### config.mk
export PLATFORM = sky130hd
export DESIGN_NAME = copy_buffer
export DESIGN_NICKNAME = d
export VERILOG_FILES = /design/src/design/copy_vote_pkg.sv /design/src/design/copy_buffer.sv
export VERILOG_INCLUDE_DIRS = /design/src /design/src/design
export SDC_FILE = /design/constraint.sdc
export NUM_CORES = 2
export LEC_CHECK = 0
export BUFFER_PORTS_ARGS = -buffer_cell sky130_fd_sc_hd__buf_2
export CAP_MARGIN = 15
export CORE_ASPECT_RATIO = 0.7
export CORE_MARGIN = 4
export CORE_UTILIZATION = 53
export DETAILED_ROUTE_END_ITERATION = 12
export GPL_TIMING_DRIVEN = 0
export PLACE_DENSITY_LB_ADDON = 0.15
export SLEW_MARGIN = 20
export SYNTH_ARGS = -nofsm -noshare
export SYNTH_HDL_FRONTEND = slang
export SYNTH_SLANG_ARGS = --single-unit
### constraint.sdc
create_clock -name clk -period 2.7 [get_ports clk]
set_clock_uncertainty 0.2 [all_clocks]
set_input_delay 0.27 -clock clk [delete_from_list [all_inputs] [get_ports clk]]
set_output_delay 0.27 -clock clk [all_outputs]
set_load 0.03 [all_outputs]
### src/design/copy_vote_consts.svh
`ifndef COPY_VOTE_CONSTS_SVH
`define COPY_VOTE_CONSTS_SVH

// stream and buffer widths
`define COPY_VOTE_DATA_W 8
`define COPY_VOTE_ADDR_W 8 // 256 byte payload buffers

// redundancy
`define COPY_VOTE_N_COPIES 5
`define COPY_VOTE_N_PAIRS 10 // n*(n-1)/2

// frame layout
`define COPY_VOTE_ID_OFFSET 22 // byte carrying the copy number

`endif

### src/design/copy_vote_pkg.sv
`default_nettype none

`include "copy_vote_consts.svh"

package copy_vote_pkg;

	typedef logic [`COPY_VOTE_DATA_W-1:0] byte_t;
	typedef logic [`COPY_VOTE_ADDR_W-1:0] addr_t; // address or payload length
	typedef logic [2:0] copy_id_t; // 0 = none
	typedef logic [`COPY_VOTE_N_COPIES-1:0] copy_vec_t; // bit 0 = copy 1

	// pair order 12 13 14 15 23 24 25 34 35 45 starting at bit 0
	typedef logic [`COPY_VOTE_N_PAIRS-1:0] pair_vec_t;

	typedef logic [`COPY_VOTE_N_COPIES-1:0][`COPY_VOTE_ADDR_W-1:0] len_vec_t;
	typedef logic [`COPY_VOTE_N_COPIES-1:0][`COPY_VOTE_DATA_W-1:0] byte_vec_t;

	typedef enum logic [1:0] {
		idle,
		scan,
		decide,
		replay
	} vote_state_t;

endpackage

`default_nettype wire

### src/design/copy_buffer.sv
`timescale 1ns/100ps
`default_nettype none

`include "copy_vote_consts.svh"

module copy_buffer (
	input  logic                 clk,
	input  logic                 we,
	input  copy_vote_pkg::addr_t wr_addr,
	input  copy_vote_pkg::byte_t wr_data,
	input  copy_vote_pkg::addr_t rd_addr,
	output copy_vote_pkg::byte_t rd_data
);

	copy_vote_pkg::byte_t mem [2**`COPY_VOTE_ADDR_W];

	// write port a
	always_ff @(posedge clk) begin
		if (we)
			mem[wr_addr] <= wr_data;
	end

	// registered read port b
	always_ff @(posedge clk) begin
		rd_data <= mem[rd_addr];
	end

endmodule

`default_nettype wire

* Word-level counts from Yosys, hierarchy flattened *
Memory sizes are Yosys's and may differ from the RTL's. A register that Yosys moved wholly into a read port is not among the register bits.
Cells that the tools add are included.
W data, S select, Z words.

word-level totals
  bits in registers = 0
  memory bits (writable) = 2048
  input bits = 26
  output and inout bits = 8
  logic and storage cells = 3
  memories = 1

cells by class
  mux-type cells = 2

memories
  memory  words  bits a word  read ports  clocked after Yosys merged registers in  wr ports  line               text
  mem     256    8            1           1                                        1         copy_buffer.sv:15  copy_vote_pkg::byte_t mem [2**`COPY_VOTE_ADDR_W];

operator list
  operator  count
  $mux W1   2

* Depth between registers and ports, before layout *
  depth in word-level cells = 2
  mapped depth = 11
  gate-level depth less buffers = 6

* Least setup slack after synthesis *
Ideal clock, no wire load.

  kind = in2reg
  start point = in rd_addr[0]
  end point = reg rd_data[2] (read register of mem)
  library setup time = 0.131 ns
  data arrival time = 2.077 ns
  data required time = 2.369 ns
  setup slack = 0.292 ns
  cell stages on the path = 9
  cells stage by stage = buf_6 -> buf_12 -> buf_8 -> buf_2 -> mux4_2 -> a22oi_1 -> a21oi_1 -> nor4_1 -> nor4_2

RTL lines
  item         line               text
  from (decl)  copy_buffer.sv:11  input copy_vote_pkg::addr_t rd_addr,
  to (decl)    copy_buffer.sv:12  output copy_vote_pkg::byte_t rd_data

==> metrics.yaml <==
detailed_routing:
  wl_mm: 245
  ant_nets: 0
  dr.first_iter.drc_count: 7727
  drt_pass1_iterations: 9
  drc: 0
  vias: 42300
  post_drt_via_cell_ratio: 6.90
  wl_per_cell_um: 39.9
cells_and_area:
  drive_gt1_share_pct: 28.7
  nets: 4018
  final_area_um2: 90600
  area_growth_pct: 13.9
  fin_util_pct: 61.0
pwr:
  power-per-cell-area_nw_per_um2: 721
  leakagePower_nw: 27.9
  peakVddDrop_uv: 770
  report.power.total_w: 0.0654
synth:
  ys_top_cells_by_count: "edfxtp_1, mux4_2, nor2_1, mux2i_1, a22oi_1"
  synth_area_um2: 79600
  yosysWarnings: 0
  synth-async-reset-ratio_pct: 0
  synth-edff-count: 2048
  yosys_most_used_dff: "edfxtp_1"
  ys_seq_elements: 2056
  post-synth-top-count-cell: "edfxtp_1"
  ys_seq_area_share_pct: 77.5
  synth_top_cell_by_area: "edfxtp_1"
  synth.top_cell.area_share_pct: 77.3
  synth_area_per_cell_um2: 21.3
  synth.top_cells.by_area: "edfxtp_1, mux4_2, mux2i_1"
  syn_inst: 3733
  syn-num-nets: 3759
  ys_types: 55
sta:
  setup_viol: 117
  max_freq_ghz: 0.336
  period_needed_ns: 2.97
  timing.hold.ws_ns: 0.131
  setup_slack_ns: -0.274
  worst_pin_slew_ns: 1.15
  rsz0062_at_grt: "true"
  slew_violations: 0
  hold_viol: 0
  fin_crit_sh_pct: 110
  relSlewSlack_pct: 22.0
placed_design:
  place.gp.congestion: 0.948
  io_buffers: 26
  place_area_um2: 83100
  post-dp-hpwl_mm: 167
die:
  die_h_um: 332
  io_pins: 34
  dieWidth_um: 471
  die_area_um2: 156000
  num_rows: 118
  coreArea_um2: 149000
  initial_core_util_pct: 53.6
grt:
  grt_max_degree: 125
  grt-ovfl-total: 0
  grt_usage_pct: 31.4
  grt_pass1_wl_mm: 334
  antenna_found_initial: 10
  grt_pass1_vias: 40300
cts:
  htreeDepth: 4
  cts_sinks: 2056
  cts_tree: "yes"
  clk-insertion-delay-late_ns: 0.84
  cts_buffer_depth: 3
  numCtsBuffers: 186
  clockRootBuffer: "clkbuf_16"
  cts.clk_slew.worst_paths_ns: 0.07
setup_path:
  cp-start-kind: "primary input"
  path_max_fanout: 10
  cp-end-kind: "register"
  critPathKind: "in -> reg"
  r2r_setup_slack_ns: -0.10
  cp.required_ns: 3.16
  arrival_ns: 3.44
  rr_worst_depth: 6
worst_hold_path:
  worstHoldPathCells: 3
  hold_class: "in -> reg"
status:
  violations: "setup timing"
  status: "finished with violations"
job:
  maxCapViolCount: 0
==> area by class of cell <==
| class | instances | area (um^2) |
|---|---|---|
| fillers | 10500 | 57900 |
| diodes | 11 | 27.5 |
| plain buffers | 232 | 1830 |
| clock buffers | 235 | 4900 |
| well taps | 1980 | 2480 |
| clock inverters | 101 | 905 |
| flip-flops and latches | 2056 | 61700 |
| repair buffers | 72 | 1150 |
| inverters | 2 | 8.76 |
| multi-input cells | 1442 | 17600 |
==> repair_timing <==
action | in CTS | in global routing
gates cloned | 0 | 0
endpoints found under the hold margin | 983 | 0
hold buffers | 8 | 0
buffers inserted | 5 | 1
resized for setup | 286 | 165
setup endpoints to repair | 930 | 1134
pin swaps | 10 | 9
==> final timing paths <==
check,start,to
worst max-delay path,rd_addr[2],rd_data[3]
worst min-delay path,wr_addr[4],mem[178][5]
worst max register to register,mem[80][3],rd_data[3]
worst min register to register,mem[48][0],rd_data[0]
==> logic make-up (layout without fill, tap and decap cells) <==
| kind of cell | Yosys count | count (layout) | share of synthesized area [%] |
|---|---|---|---|
| buffers and inverters | 235 | 642 | 1.83 |
| AND/OR/NAND/NOR | 466 | 466 | 2.63 |
| AO/OA/AOI/OAI | 385 | 385 | 3.42 |
| other | 0 | 11 | 0 |
| multiplexers | 591 | 591 | 14.6 |
| flip-flops | 2056 | 2056 | 77.5 |
==> worst max-delay path, stage by stage <==
cell,delay [ns]
buf_2,0.30
buf_4,0.35
nand2_2,0.25
clkbuf_2,0.39
o221ai_1,0.42
a21oi_1,0.22
o32ai_2,0.50
nor3_2,0.16
nor4_4,0.54
==> sequential cells by signal, summed over array words and instances (netlist names) <==
signal   count
mem       2048
rd_data      8
==> through the flow <==
step	setup TNS (ns)	cells	worst slack [ns]
after floorplan	0	3733	0.292
after global placement	-6456.18	5739	-3.51
after detailed placement	-1571.03	5770	-2.44
after CTS	-14.20	6118	-0.252
after global routing	-0.294	6124	-0.140
final	-3.94	6131	-0.274
==> layer usage <==
| metal | wire length, um | up-vias | track usage, % |
|---|---|---|---|
| li1 | - | 16300 | - |
| met5 | 252 | - | 0.701 |
| met1 | 96100 | 22300 | 46.9 |
| met3 | 38400 | 465 | 13.0 |
| met4 | 9820 | 8 | 12.1 |
| met2 | 100000 | 3261 | 41.1 |
==> where the power goes <==
| part | switching, W | leakage [nW] | total [W] | internal, W |
|---|---|---|---|---|
| Combinational | 0.00294 | 6.58 | 0.00426 | 0.00132 |
| Clock | 0.0116 | 2.84 | 0.0259 | 0.0143 |
| Sequential | 0.0000202 | 18.5 | 0.0352 | 0.0352 |
| Total | 0.0146 | 27.9 | 0.0654 | 0.0508 |
==> cell usage in the layout, fill, tap and decap left out, types with 10 or more instances in the layout <==
| cell | instances |
|---|---|
| o221ai_2 | 13 |
| nor2b_1 | 30 |
| buf_12 | 13 |
| bufinv_16 | 15 |
| buf_4 | 42 |
| clkbuf_1 | 77 |
| a211oi_1 | 14 |
| nor2_1 | 169 |
| clkinv_1 | 41 |
| nor2_4 | 11 |
| a22oi_1 | 125 |
| a21oi_1 | 81 |
| buf_6 | 30 |
| nand4_1 | 10 |
| clkinv_2 | 33 |
| o22ai_1 | 26 |
| o221ai_1 | 31 |
| buf_16 | 28 |
| edfxtp_1 | 2048 |
| buf_8 | 26 |
| buf_2 | 40 |
| mux2i_1 | 133 |
| nand2_1 | 32 |
| nor2_2 | 102 |
| clkbuf_16 | 189 |
| nand3_1 | 33 |
| mux4_2 | 454 |
| clkbuf_4 | 26 |
| diode_2 | 11 |
| nor4_4 | 23 |
| clkbuf_2 | 52 |
| o211ai_1 | 10 |
Note: power is estimated with default switching activity, not from simulation.
