$ cat src/design/copy_vote_consts.svh
`ifndef COPY_VOTE_CONSTS_SVH
`define COPY_VOTE_CONSTS_SVH

// stream and buffer widths
`define COPY_VOTE_DATA_W 8
`define COPY_VOTE_ADDR_W 8 // 256 byte payload buffers

// redundancy
`define COPY_VOTE_N_COPIES 5
`define COPY_VOTE_N_PAIRS 10 // n*(n-1)/2

// frame layout
`define COPY_VOTE_ID_OFFSET 22 // byte carrying the copy number

`endif

$ cat src/design/copy_vote_pkg.sv
`default_nettype none

`include "copy_vote_consts.svh"

package copy_vote_pkg;

	typedef logic [`COPY_VOTE_DATA_W-1:0] byte_t;
	typedef logic [`COPY_VOTE_ADDR_W-1:0] addr_t; // address or payload length
	typedef logic [2:0] copy_id_t; // 0 = none
	typedef logic [`COPY_VOTE_N_COPIES-1:0] copy_vec_t; // bit 0 = copy 1

	// pair order 12 13 14 15 23 24 25 34 35 45 starting at bit 0
	typedef logic [`COPY_VOTE_N_PAIRS-1:0] pair_vec_t;

	typedef logic [`COPY_VOTE_N_COPIES-1:0][`COPY_VOTE_ADDR_W-1:0] len_vec_t;
	typedef logic [`COPY_VOTE_N_COPIES-1:0][`COPY_VOTE_DATA_W-1:0] byte_vec_t;

	typedef enum logic [1:0] {
		idle,
		scan,
		decide,
		replay
	} vote_state_t;

endpackage

`default_nettype wire

$ cat src/design/copy_receiver.sv
`timescale 1ns/100ps
`default_nettype none

`include "copy_vote_consts.svh"

module copy_receiver (
	input  logic                      clk,
	input  logic                      rst,
	input  logic                      rx_en,
	input  copy_vote_pkg::byte_t      rx_data,
	input  logic                      busy,
	output copy_vote_pkg::copy_vec_t  wr_sel,
	output copy_vote_pkg::addr_t      wr_addr,
	output copy_vote_pkg::byte_t      wr_data,
	output copy_vote_pkg::len_vec_t   lens,
	output copy_vote_pkg::copy_vec_t  present,
	output logic                      round_done
);

	logic                    rx_en_q;
	copy_vote_pkg::byte_t    rx_data_q;
	logic [8:0]              byte_cnt;  // index of rx_data_q within the frame
	copy_vote_pkg::copy_id_t cur_id;    // copy of the frame in flight
	copy_vote_pkg::addr_t    pay_addr;  // next payload address
	logic [3:0]              id_nib;
	logic                    id_hit;
	logic                    id_ok;
	logic                    payload;
	logic                    frame_end;

	// ==================================================
	// frame decode
	// ==================================================
	assign id_nib    = rx_data_q[3:0];
	assign id_hit    = rx_en_q && (byte_cnt == 9'(`COPY_VOTE_ID_OFFSET)) && !busy;
	assign id_ok     = (id_nib >= 4'd1) && (id_nib <= 4'(`COPY_VOTE_N_COPIES));
	assign payload   = rx_en_q && (cur_id != '0)
		&& (byte_cnt > 9'(`COPY_VOTE_ID_OFFSET));
	assign frame_end = !rx_en_q && (byte_cnt != '0); // first idle cycle after a frame

	// input stage and write data
	always_ff @(posedge clk) begin
		rx_data_q <= rx_data;
		wr_data   <= rx_data_q;
		wr_addr   <= pay_addr;
	end

	// ==================================================
	// control state
	// ==================================================
	always_ff @(posedge clk) begin
		if (rst) begin
			rx_en_q    <= 1'b0;
			byte_cnt   <= '0;
			cur_id     <= '0;
			pay_addr   <= '0;
			wr_sel     <= '0;
			lens       <= '0;
			present    <= '0;
			round_done <= 1'b0;
		end else begin
			rx_en_q    <= rx_en;
			wr_sel     <= '0;
			round_done <= 1'b0;

			if (!rx_en_q)
				byte_cnt <= '0;
			else if (byte_cnt != '1)
				byte_cnt <= byte_cnt + 9'd1; // saturates on oversized frames

			if (id_hit) begin
				pay_addr <= '0;
				cur_id   <= id_ok ? id_nib[2:0] : 3'd0; // bad id drops the frame
				if (id_nib == 4'd1) begin
					present <= '0; // copy 1 opens a new round
					lens    <= '0;
				end
			end

			if (payload) begin
				wr_sel[cur_id - 3'd1] <= 1'b1;
				pay_addr              <= pay_addr + 1'b1;
			end

			if (frame_end) begin
				cur_id <= '0;
				if (cur_id != '0) begin
					lens[cur_id - 3'd1]    <= pay_addr;
					present[cur_id - 3'd1] <= 1'b1;
					round_done <= (cur_id == 3'(`COPY_VOTE_N_COPIES)); // last copy closes
				end
			end
		end
	end

endmodule

`default_nettype wire

$ cat config.mk
export PLATFORM = sky130hd
export DESIGN_NAME = copy_receiver
export DESIGN_NICKNAME = d
export VERILOG_FILES = /design/src/design/copy_vote_pkg.sv /design/src/design/copy_receiver.sv
export VERILOG_INCLUDE_DIRS = /design/src /design/src/design
export SDC_FILE = /design/constraint.sdc
export NUM_CORES = 1
export LEC_CHECK = 0
export BUFFER_PORTS_ARGS = -buffer_cell sky130_fd_sc_hd__buf_2
export CAP_MARGIN = 40
export CORE_MARGIN = 1
export CORE_UTILIZATION = 58
export DETAILED_ROUTE_END_ITERATION = 12
export GPL_TIMING_DRIVEN = 0
export PLACE_DENSITY = 0.84
export SYNTH_ARGS = -nofsm -noshare
export SYNTH_HDL_FRONTEND = slang
export SYNTH_SLANG_ARGS = --single-unit
$ cat constraint.sdc
create_clock -name clk -period 6.6 [get_ports clk]
set_input_delay 0.33 -clock clk [delete_from_list [all_inputs] [get_ports clk]]
set_output_delay 0.33 -clock clk [all_outputs]
set_load 0.01 [all_outputs]
* After elaboration in Yosys (flattened, before gate mapping)
Cells that the tools add are included.
** Cells by class
- Bitwise gates (word level) :: 5
- $add $sub $neg :: 3
- Equal/unequal tests :: 4
- Mux-type cells :: 18
- Order comparisons :: 5
- Reduce and logical (&&, ||, !) cells :: 16
** Operators by type and width (number)
- two-way mux 40 bit :: 5
- bitwise mux 40 bit :: 1
- two-way mux 5 bit :: 5
- demux 8 bit (select 3 bit) :: 1
- two-way mux 8 bit :: 3
- adder 9 x 1 -> 9 bit, second input constant :: 1
- equality test 9 x 5 -> 1 bit, second input constant :: 1
- > comparator 9 x 5 -> 1 bit, second input constant :: 1
- inequality test 9 bit, second input constant :: 1
- nonzero test 9 bit :: 1
- adder 8 x 1 -> 8 bit, second input constant :: 1
- logical AND 1 bit :: 7
- OR reduction 2 bit :: 3
- OR 5 bit :: 1
- equality test 4 x 1 -> 1 bit, second input constant :: 1
- >= comparator 4 x 1 -> 1 bit, second input constant :: 1
- <= comparator 4 x 3 -> 1 bit, second input constant :: 1
- less-than comparator 3 x 4 -> 1 bit, second input constant :: 1
- inverter 1 bit :: 4
- demux 1 bit (select 3 bit) :: 1
- equality test 3 bit, second input constant :: 1
- >= comparator 3 x 1 -> 1 bit, second input constant :: 1
- two-way mux 3 bit :: 1
- nonzero test 3 bit :: 1
- other kinds (5) :: 6
** Word-level totals
- Output and inout port bits :: 67
- Flip-flop bits (word level) :: 96
- Input port bits :: 12

* Depth between registers and ports, before layout
- Depth in word-level cells :: 8
- Mapped depth :: 9
- Depth with buffers taken out :: 7

* Least setup slack after synthesis
OpenSTA, ideal clock, no wires.
- Path type :: register -> register
- Start point :: reg byte_cnt[8]
- End point :: reg lens[10] (netlist name)
- Data required time :: 6470 ps
- Data arrival time :: 2035 ps
- Period minus slack after synthesis :: 2164 ps
- Stages on the path, launching flop included :: 8
- Setup slack :: 4436 ps
- Path buffers :: 3
- Cell sequence :: dfxtp_1 or4_1 buf_2 or3_1 clkbuf_1 nor3_2 buf_2 o41ai_1
** On the way
- Longest elaborated chain between the ends :: 8
- Elaborated cells between the ends (all ways) :: 10
- Those cells by class :: eq/ne (1); mux (5); reduce/logical (4)
** RTL lines
- start: declaration :: line copy_receiver.sv:22 : logic [8:0] byte_cnt;
- start signal: assignment :: line copy_receiver.sv:69 : byte_cnt <= byte_cnt + 9'd1;
- equality test 9 x 5 -> 1 bit :: line copy_receiver.sv:35 : assign id_hit = rx_en_q && (byte_cnt == 9'(`COPY_VOTE_ID_OFFSET)) && !busy;
- logical AND 1 bit (2 in series) :: line copy_receiver.sv:35
- two-way mux 40 bit :: line copy_receiver.sv:71 : if (id_hit) begin
- two-way mux 40 bit :: line copy_receiver.sv:52 : if (rst) begin
- bitwise mux 40 bit :: line copy_receiver.sv:88 : lens[cur_id - 3'd1] <= pay_addr;
- two-way mux 40 bit :: line copy_receiver.sv:87 : if (cur_id != '0) begin
- two-way mux 40 bit (*) :: line copy_receiver.sv:85 : if (frame_end) begin
- end signal: indexed assignment :: line copy_receiver.sv:88
- end: declaration :: line copy_receiver.sv:15 : output copy_vote_pkg::len_vec_t lens,
Mark *: on every way between the ends. The rest lies on a longest branch, timed or not. The select of a mux whose other input is x is not followed.
A chain may end at the register's enable or synchronous reset.

* Final worst setup path
- Start point :: reg byte_cnt[8]
- End point :: reg lens[18] (netlist name)
The elaborated chain is that of the path after synthesis.

==> metrics.txt <==
critical path cell sequence=or4_1, buf_2, or3_1, clkbuf_1, nor3_2, buf_2, o41ai_1; Netlist cell types=47; Syn Std Cell Area=3720 µm²; min-delay worst type=in -> reg; asr flop ratio synth=0%; #FFs+latches synth=96; final hold viol count=0; Die Area=6730 µm²; GRT overflow=0; fin crit share=37.5%; CP most frequent cell=buf_2; WS Path Type=reg -> reg; largest net degree at the start of global routing=17; DR vias/cell=5.76; initial core utilization=61.3%; largest area contributor in the netlist=dfxtp_1; CTS H-tree depth=3; top cells by area, synth=dfxtp_1 (52%), o41ai_1 (7.5%), inv_1 (5.1%); clk root buf=clkbuf_8; die height=82.0 µm; clock sink count=96; dpl hpwl=6030 µm; register area share after synthesis=51.7%; startpoint types=register; Tightest Pin Transition=0.752 ns; power per cell area=228 nW/µm²; fin util=72.7%; Yosys top cell area share=51.7%; Top FF cell, synth=dfxtp_1; CP peak stage delay=0.51 ns; CP max stage cell=or4_1; I/O pin cnt=79; Achievable Freq=404 MHz; drt drc=0; CTS buffer count=9; final setup margin=4.13 ns; Max IR drop VDD=~0.19 mV; status=finished, final reports clean; CP Data Arrival Time=2.72 ns; Req. time, crit path=6.85 ns; GPL Wtd Cong=0.862; FP Rows=28; GRT Total Usage=26.5%; Die X=82.0 µm; Post-Syn Instances=394; routed vias=3244; setup TNS=0 ns; Leakage=1.82 nW; CTS Hold Buffers Added=0; first-pass GRT wire length=about 13000 µm; routed len/inst=~15 µm; Place WS=4.15 ns; share of cells above drive strength 1=a little over a fifth; layout net count=503; Slew Viols, Final=0; Clk Latency, worst-skew pair=approximately 0.37 ns; Post-Route WL=approximately 8500 µm; Synthesized Nets=around 410; final setup vio count=0; core box area=6060 µm²; crit-path max FO=10; Max Cap Viol=0; initial antenna violation count=0; Clock transition at path regs=~0.10 ns; Post-synth EDFFs=0; remaining antenna violation count after routing=0; Crit. End Element=register; CTS tree=built; P&R area growth vs syn=18.5%; Final Critical Period=2.47 ns; Max clock buf depth=2; Port Buffer Count=78; Setup Fix Bufs, Post-CTS=0; Syn. warnings=0; post_cts resized=0; Starting DRT DRC Count=~290; Post-Synthesis Mean Instance Area=9.43 µm²; DRT Pass-1 Iters=5; RSZ-0062 raised after global routing=no; clock skew=0.0128 ns; vias in the first global route=~2800; Worst slew margin=49.9%; diode count=0
==> layer usage <==
layer	GRT usage (%)	part of all wire [%]
met4	12.5	2.3
met1	34.4	44
met2	41.4	47
met3	6.22	6.7
met5	0	0
==> flip-flops by register name, summed over array words and instances, names as in the netlist <==
name / flops
rx_en_q: 1
present: 5
wr_data: 8
wr_sel: 5
round_done: 1
rx_data_q: 8
byte_cnt: 9
lens: 40
cur_id: 3
wr_addr: 8
pay_addr: 8
==> placed cells by master, fill, tap and decap left out, types with 4 or more instances in the layout <==
cell and count:
or2_2 4, mux2i_1 4, o21ai_0 8, o32ai_1 9, nand2_1 13, clkbuf_1 26
dfxtp_1 96, nand3_1 36, inv_1 50, xor2_1 5, clkbuf_8 10, and4b_1 4
buf_2 83, a21oi_1 9, nor2b_1 12, o41ai_1 32, nand2b_1 8, nor2_1 15
ha_1 8, and2_1 6
==> layout make-up <==
cell class	count	area [µm²]
flip-flops and latches	96	1920
fillers	483	1660
multi-input cells	217	1480
repair buffers	78	390
inverters	50	188
clock buffers	10	138
plain buffers	31	123
well taps	75	93.8
clock inverters	6	66.3
==> cell usage after synthesis (all sizes together), types with 5 or more instances <==
cell type and number:
a21oi 9, and2 6, buf 5, clkbuf 26
dfxtp 96, ha 8, inv 50, nand2 13
nand2b 8, nand3 36, nor2 15, nor2b 12
o21ai 8, o32ai 9, o41ai 32, xor2 5
==> cells by family after synthesis <==
| kind of cell | count (synthesis) | share of synthesized area (%) |
|---|---|---|
| AOI/OAI and AO/OA | 71 | 14.7 |
| muxes | 4 | 1.08 |
| xor gates and xnor gates | 7 | 1.65 |
| and+or+nand+nor | 127 | 19.8 |
| adders and majority gates | 8 | 2.69 |
| buffers and inverters | 81 | 8.35 |
| DFF | 96 | 51.7 |
==> worst max-delay path: cells and delay by family (launching register included) <==
family          cells  cell delay [ns]
simple gates        3             1.24
flops               1             0.35
buf+inv             3             0.67
compound gates      1             0.11
==> metrics by stage <==
step           std cells  hold WS, ns  area (µm²)  power, W
2_1_floorplan        394        0.310        3720  0.000613
3_3_place_gp         547        0.310        4200  0.000622
3_5_place_dp         547        0.314        4200  0.000623
4_1_cts              563       0.0526        4400   0.00100
5_1_grt              563       0.0457        4400   0.00103
6_report             563       0.0575        4400   0.00100
==> worst paths after layout <==
kind                                    from      endpoint  slack [ns]  cells after the start
worst min-delay path              rx_data[6]  rx_data_q[6]        0.06                      1
worst max register to register   byte_cnt[8]      lens[18]        4.13                      7
worst max-delay path             byte_cnt[8]      lens[18]        4.13                      7
worst min register to register  rx_data_q[6]    wr_data[6]        0.33                      0
==> report_power, final <==
group,leakage [nW],switching [W],internal [W]
sequential,0.779,0.00000287,0.000585
combinational,0.931,0.0000139,0.00000825
clock,0.107,0.000208,0.000187
total,1.82,0.000225,0.000780
(Power assumes the default switching activity.)
