==> config.mk <==
export PLATFORM = sky130hd
export DESIGN_NAME = pair_compare
export DESIGN_NICKNAME = d
export VERILOG_FILES = /design/src/design/copy_vote_pkg.sv /design/src/design/pair_compare.sv
export VERILOG_INCLUDE_DIRS = /design/src /design/src/design
export SDC_FILE = /design/constraint.sdc
export NUM_CORES = 1
export LEC_CHECK = 0
export BUFFER_PORTS_ARGS = -buffer_cell sky130_fd_sc_hd__buf_2
export CAP_MARGIN = 20
export CORE_MARGIN = 3
export CORE_UTILIZATION = 40
export DETAILED_ROUTE_END_ITERATION = 16
export PLACE_DENSITY = 0.63
export SKIP_LAST_GASP = 1
export SLEW_MARGIN = 20
export SYNTH_ARGS = -nofsm -noshare
export SYNTH_HDL_FRONTEND = slang
export SYNTH_SLANG_ARGS = --single-unit
==> constraint.sdc <==
create_clock -name clk -period 2.82 [get_ports clk]
set_clock_uncertainty 0.2 [all_clocks]
set_input_delay 0.141 -clock clk [delete_from_list [all_inputs] [get_ports clk]]
set_output_delay 0.141 -clock clk [all_outputs]
set_load 0.1 [all_outputs]
==> src/design/copy_vote_consts.svh <==
`ifndef COPY_VOTE_CONSTS_SVH
`define COPY_VOTE_CONSTS_SVH

// stream and buffer widths
`define COPY_VOTE_DATA_W 8
`define COPY_VOTE_ADDR_W 8 // 256 byte payload buffers

// redundancy
`define COPY_VOTE_N_COPIES 5
`define COPY_VOTE_N_PAIRS 10 // n*(n-1)/2

// frame layout
`define COPY_VOTE_ID_OFFSET 22 // byte carrying the copy number

`endif

==> src/design/copy_vote_pkg.sv <==
`default_nettype none

`include "copy_vote_consts.svh"

package copy_vote_pkg;

	typedef logic [`COPY_VOTE_DATA_W-1:0] byte_t;
	typedef logic [`COPY_VOTE_ADDR_W-1:0] addr_t; // address or payload length
	typedef logic [2:0] copy_id_t; // 0 = none
	typedef logic [`COPY_VOTE_N_COPIES-1:0] copy_vec_t; // bit 0 = copy 1

	// pair order 12 13 14 15 23 24 25 34 35 45 starting at bit 0
	typedef logic [`COPY_VOTE_N_PAIRS-1:0] pair_vec_t;

	typedef logic [`COPY_VOTE_N_COPIES-1:0][`COPY_VOTE_ADDR_W-1:0] len_vec_t;
	typedef logic [`COPY_VOTE_N_COPIES-1:0][`COPY_VOTE_DATA_W-1:0] byte_vec_t;

	typedef enum logic [1:0] {
		idle,
		scan,
		decide,
		replay
	} vote_state_t;

endpackage

`default_nettype wire

==> src/design/pair_compare.sv <==
`timescale 1ns/100ps
`default_nettype none

`include "copy_vote_consts.svh"

module pair_compare (
	input  logic                     clk,
	input  logic                     rst,
	input  logic                     scan_start,
	input  logic                     scan_en,
	input  copy_vote_pkg::addr_t     rd_addr,
	input  copy_vote_pkg::byte_vec_t rd_bytes,
	input  copy_vote_pkg::len_vec_t  lens,
	input  copy_vote_pkg::copy_vec_t present,
	output copy_vote_pkg::copy_id_t  winner
);

	localparam int N = `COPY_VOTE_N_COPIES;

	logic                      scan_en_q; // aligned with rd_bytes
	copy_vote_pkg::addr_t      addr_q;
	copy_vote_pkg::pair_vec_t  byte_mis;  // sticky byte mismatches
	copy_vote_pkg::pair_vec_t  pair_mis;  // with length and presence folded in
	logic [N-1:0][2:0]         agree_cnt;

	// zero based bit of pair (a, b) with a < b
	function automatic int pair_idx(input int a, input int b);
		return a * (2 * N - a - 1) / 2 + (b - a - 1);
	endfunction

	always_ff @(posedge clk) begin
		addr_q <= rd_addr;
	end

	// ==================================================
	// mismatch accumulation
	// ==================================================
	always_ff @(posedge clk) begin
		if (rst) begin
			scan_en_q <= 1'b0;
			byte_mis  <= '0;
		end else begin
			scan_en_q <= scan_en;
			if (scan_start) begin
				byte_mis <= '0;
			end else if (scan_en_q) begin
				for (int a = 0; a < N; a++) begin
					for (int b = a + 1; b < N; b++) begin
						if (addr_q < lens[a] && addr_q < lens[b] && rd_bytes[a] != rd_bytes[b])
							byte_mis[pair_idx(a, b)] <= 1'b1;
					end
				end
			end
		end
	end

	always_comb begin
		for (int a = 0; a < N; a++) begin
			for (int b = a + 1; b < N; b++) begin
				pair_mis[pair_idx(a, b)] = byte_mis[pair_idx(a, b)]
					|| (lens[a] != lens[b]) || !present[a] || !present[b];
			end
		end
	end

	// ==================================================
	// majority pick
	// ==================================================
	always_comb begin
		for (int a = 0; a < N; a++) begin
			agree_cnt[a] = '0;
			for (int b = 0; b < N; b++) begin
				if (b < a && !pair_mis[pair_idx(b, a)])
					agree_cnt[a] += 3'd1;
				else if (b > a && !pair_mis[pair_idx(a, b)])
					agree_cnt[a] += 3'd1;
			end
		end
	end

	// walk down so the lowest qualifying copy wins
	always_comb begin
		winner = '0;
		for (int a = N - 1; a >= 0; a--) begin
			if (present[a] && agree_cnt[a] >= 3'd2)
				winner = 3'(a + 1);
		end
	end

endmodule

`default_nettype wire

# [Yosys cells after proc, flatten, opt, wreduce, memory -nomap -nowiden]
# Index checks and enable logic that the tools add are counted.
# Widths: inputs -> output; s select.
[word_totals] ff_bits=19 out_inout_bits=3 in_bits=97 elab_cells=151
[classes] n_eq_ne=20 muxes=24 order_cmp=10 n_addsub=14 n_reduce_logical=71
[ops] cell="$ne 8x8->1" count=20
[ops] cell="$mux 3" count=19
[ops] cell="$lt 8x8->1" count=5
[ops] cell="$add 3x1->3 const B" count=13
[ops] cell="$logic_or 1x1->1" count=30
[ops] cell="$logic_and 1x1->1" count=25
[ops] cell="$reduce_and 2->1" count=10
[ops] cell="$ge 3x2->1 const B" count=5
[ops] cell="$logic_not 1->1" count=5
[ops] cell="$mux 1" count=4
[ops] cell="$add 1x1->2 const B" count=1
[ops] cell="$mux 2" count=1
[ops] cell="$reduce_or 2->1" count=1

# [Longest topological paths before layout]
[depth] word_depth=18 mapped_depth=15

# [Worst setup path after synthesis]
# No wires, ideal clock.
[synth_timing] path_kind="input to output" from="input port lens[16] (netlist name)" to="output port winner[2]" arrival_ns=4.702 required_time_ns=2.479 path_buffers=1 path_stages=15 setup_slack_ns=-2.223 path_cell_list="clkbuf_1 > xnor2_1 > nand4_1 > nor3_1 > and4_1 > inv_1 > ha_1 > nor4_1 > or2_2 > ha_1 > nand4b_1 > o31ai_1 > a21o_2 > nand2b_1 > a211oi_1"
[synth_between] elab_chain_len=16
[synth_rtl] item="from (decl)" line="pair_compare.sv:13" source="input copy_vote_pkg::len_vec_t lens,"
[synth_rtl] item="$ne 8x8->1" line="pair_compare.sv:61" source="|| (lens[a] != lens[b]) || !present[a] || !present[b];"
[synth_rtl] item="$logic_or 1x1->1 (3 in series)" line="pair_compare.sv:61"
[synth_rtl] item="$mux 1" line="pair_compare.sv:73" source="if (b < a && !pair_mis[pair_idx(b, a)])"
[synth_rtl] item="$add 3x1->3" line="pair_compare.sv:74" source="agree_cnt[a] += 3'd1;"
[synth_rtl] item="$mux 3" line="pair_compare.sv:73"
[synth_rtl] item="$add 3x1->3" line="pair_compare.sv:76" source="agree_cnt[a] += 3'd1;"
[synth_rtl] item="$mux 3" line="pair_compare.sv:75" source="else if (b > a && !pair_mis[pair_idx(a, b)])"
[synth_rtl] item="$add 3x1->3" line="pair_compare.sv:76"
[synth_rtl] item="$mux 3" line="pair_compare.sv:75"
[synth_rtl] item="$ge 3x2->1" line="pair_compare.sv:85" source="if (present[a] && agree_cnt[a] >= 3'd2)"
[synth_rtl] item="$logic_and 1x1->1" line="pair_compare.sv:85"
[synth_rtl] item="$mux 3 (2 in series)" line="pair_compare.sv:85"
[synth_rtl] item="$mux 3 *" line="pair_compare.sv:85"
[synth_rtl] item="to (decl)" line="pair_compare.sv:15" source="output copy_vote_pkg::copy_id_t winner"
# Mark *: on every way between the ends. The rest lies on a longest branch, timed or not.

# [Worst setup path after layout]
[layout_timing] from="register byte_mis[7]" to="output port winner[2]"
[layout_between] elab_chain_len=12
[layout_rtl] item="from (decl)" line="pair_compare.sv:22" source="copy_vote_pkg::pair_vec_t byte_mis;"
[layout_rtl] item="from (signal assigned)" line="pair_compare.sv:41" source="byte_mis <= '0;"
[layout_rtl] item="from (signal assigned)" line="pair_compare.sv:45" source="byte_mis <= '0;"
[layout_rtl] item="from (signal, indexed assignment)" line="pair_compare.sv:50" source="byte_mis[pair_idx(a, b)] <= 1'b1;"
[layout_rtl] item="$logic_or 1x1->1 * (3 in series)" line="pair_compare.sv:61"
[layout_rtl] item="$mux 3" line="pair_compare.sv:73"
[layout_rtl] item="$add 3x1->3" line="pair_compare.sv:76"
[layout_rtl] item="$mux 3" line="pair_compare.sv:75"
[layout_rtl] item="$ge 3x2->1" line="pair_compare.sv:85"
[layout_rtl] item="$logic_and 1x1->1" line="pair_compare.sv:85"
[layout_rtl] item="$mux 3" line="pair_compare.sv:85"
[layout_rtl] item="$mux 3 * (3 in series)" line="pair_compare.sv:85"
# Marks and branches as above.

==> flow_metrics.py <==
metrics = {
    "setup_path": {
        "required_ns": 2.48,
        "rr_worst_depth": 7,
        "r2r_start": "addr_q[5]$_DFF_P_",
        "critPathLaunchType": "register",
        "critPathArrivalTime_ns": 3.10,
        "critPathKind": "register to output port",
        "r2r-end": "byte_mis[8]$_SDFFE_PP0P_",
        "r2r_slack_ns": 0.35,
        "critPathMaxFanout": 3,
        "critPathLaunch": "byte_mis[7]$_SDFFE_PP0P_",
        "crit_path_end_kind": "output port",
    },
    "finish": {
        "drive_gt1_frac": 0.392,
        "fill_cells": 884,
        "multi_input_area_mm2": 0.00358,
        "layout_commonest_cell": "buf_4",
        "nets": 872,
        "final_cell_mix": "buf_4 (123), buf_2 (84), xor2_1 (78)",
        "final_cells": 858,
        "area_delta_synth_final_pct": 51.6,
        "diodes": 0,
        "regArea_um2": 385,
        "final_cell_area_mm2": 0.00611,
        "fin_util": 0.625,
    },
    "power": {
        "vdd_ir_drop_max_mv": 0.198,
        "p_leak_nw": 2.91,
        "power.total_w": 0.00125,
        "power.density_mw_per_mm2": 205,
    },
    "place": {
        "placed_area_mm2": 0.00537,
        "portBuffers": 99,
        "place_congestion": 0.986,
        "post-place-ws_ns": -0.606,
        "place_inst": 812,
        "dp_hpwl_mm": 12.5,
    },
    "clock_tree": {
        "cts_sinks": 19,
        "worstSkewPairLatency_ns": 0.26,
        "clockBufferDepth": 2,
        "numCtsBuffers": 3,
        "cts_tree": "built",
        "cts-htree-levels": 1,
        "root_buffer": "clkbuf_8",
        "path_clk_slew_ns": 0.07,
    },
    "die": {
        "rows": 36,
        "io_pins": 100,
        "die_h_um": 106,
        "initial_utilization": 0.412,
        "die_x_um": 106,
        "coreArea_mm2": 0.00977,
        "die_area_mm2": 0.0113,
    },
    "hold_path": {
        "min_path_cells": 3,
        "min_from": "scan_start",
        "min_path_type": "input port to register",
        "hold_path_end": "byte_mis[4]$_SDFFE_PP0P_",
    },
    "global_route": {
        "grt_overflow": 0,
        "grt_max_degree": 13,
        "grt_pass1_vias": 4587,
        "grt_pass1_wl_mm": 22.5,
        "grtUsageTotal": 0.252,
        "antenna_found_initial": 0,
    },
    "routing": {
        "vias_per_cell": 5.14,
        "drc": 0,
        "drt-initial-drc-count": 175,
        "first_pass_iters": 4,
        "wl_per_cell_um": 17.1,
        "postRouteAntennaNets": 0,
        "via_count": 4408,
        "drt_wl_total_mm": 14.7,
    },
    "timing": {
        "fmax_mhz": 290,
        "setup_violations": 3,
        "fin_crit_ns": 3.44,
        "min_period_over_period": 1.22,
        "rsz0062_at_grt": "true",
        "slew_headroom": 0.639,
        "maxSlewViolCount": 0,
        "worstMarginPinSlew_ns": 0.527,
        "hold_viol": 0,
        "final.setup.worst_slack_ns": -0.624,
    },
    "synthesis": {
        "synth_area_per_cell_um2": 7.64,
        "synth_edf_count": 0,
        "ys_warn_count": 0,
        "syn_area_mm2": 0.00403,
        "async_flop_share": 0,
        "synth_flop_cell": "dfxtp_1",
        "synth.distinct_cells": 51,
        "synth_cells": 527,
        "synth_nets": 673,
        "synth-seq-cells": 19,
        "seq_area_frac_synth": 0.0944,
    },
    "flow_run": {
        "cap_violations": 0,
    },
    "status": {
        "status": "complete, but fails checks",
        "violations": "setup timing",
    },
}
==> final cells by class <==
type,count,share of cell area
repair buffers,237,0.282
clock inverters,1,0.00123
multi-input cells,412,0.587
inverters,53,0.0326
well taps,133,0.0273
clock buffers,3,0.00676
flip-flops and latches,19,0.0631
==> stage by stage <==
step	hold WS, ns	TNS [ns]
final	0.0533	-1.72
after global routing	0.0749	-1.99
after CTS	0.0519	-1.41
after detailed placement	0.0446	-1.73
after global placement	0.0434	-1.59
after floorplan	-0.0313	-1.29
==> synth_stat cells, types with 4 or more instances <==
cell type,number,share of area
clkbuf_1,36,0.034
a21o_1,8,0.015
a31oi_1,7,0.011
nand4b_1,4,0.0087
nand3_1,17,0.021
dfxtp_1,19,0.094
nor2_1,9,0.0084
nand2_1,20,0.019
a21oi_1,14,0.017
or4_1,6,0.011
inv_1,53,0.049
o21ai_0,11,0.014
ha_1,49,0.15
nand2b_1,10,0.016
nor4_1,23,0.036
a211oi_1,5,0.0093
nand4_1,14,0.022
xor2_1,78,0.17
xnor2_1,87,0.19
buf_2,4,0.0050
nor3_1,7,0.0087
==> timing repair <==
item | 4_1_cts | 5_1_grt
endpoints found under the setup margin | 3 | 3
gates cloned | 0 | 0
setup buffers | 26 | 6
hold endpoints to repair | 9 | 0
hold buffers | 10 | 0
pin swaps | 20 | 8
resized for setup | 62 | 12
==> layer usage <==
metal  track usage  wire [µm]
met5             0          0
met4         0.118        752
met3        0.0261        660
met2         0.457       7410
met1         0.295       5880
==> kinds of logic after synthesis <==
family / after synthesis / synth area share
AO/OA/AOI/OAI: 67 / 0.113
XOR/XNOR: 165 / 0.359
adder cells (fa/ha/maj): 49 / 0.152
buffers and inverters: 96 / 0.0935
flip-flops: 19 / 0.0944
multiplexers: 3 / 0.00745
AND/OR/NAND/NOR: 128 / 0.181
==> worst max path at each step <==
stage,to,slack (ns),cells past startpoint
2_1_floorplan,winner[2],-0.78,11
3_3_place_gp,winner[0],-0.58,13
3_5_place_dp,winner[0],-0.61,13
4_1_cts,winner[0],-0.50,13
5_1_grt,winner[2],-0.71,14
6_report,winner[2],-0.62,14
==> state kept, by name, indices dropped and copies added, names as in the netlist <==
| name | cells |
|---|---|
| scan_en_q | 1 |
| byte_mis | 10 |
| addr_q | 8 |
==> worst max-delay path, cell delays in order, from the launching register on <==
cell      delay (ns)
dfxtp_2         0.34
nand4b_1        0.19
buf_4           0.16
buf_4           0.12
buf_4           0.12
buf_4           0.12
buf_4           0.12
buf_4           0.13
nor4_1          0.40
nand3_1         0.20
mux2i_1         0.19
o211ai_1        0.15
buf_4           0.17
a211oi_4        0.23
buf_12          0.21
==> power breakdown <==
group	internal (W)	switching, W	total [W]
Sequential	0.000280	0.0000145	0.000294
Combinational	0.000382	0.000384	0.000766
Clock	0.0000996	0.0000949	0.000194
Note: power is estimated with default switching activity, not from simulation.
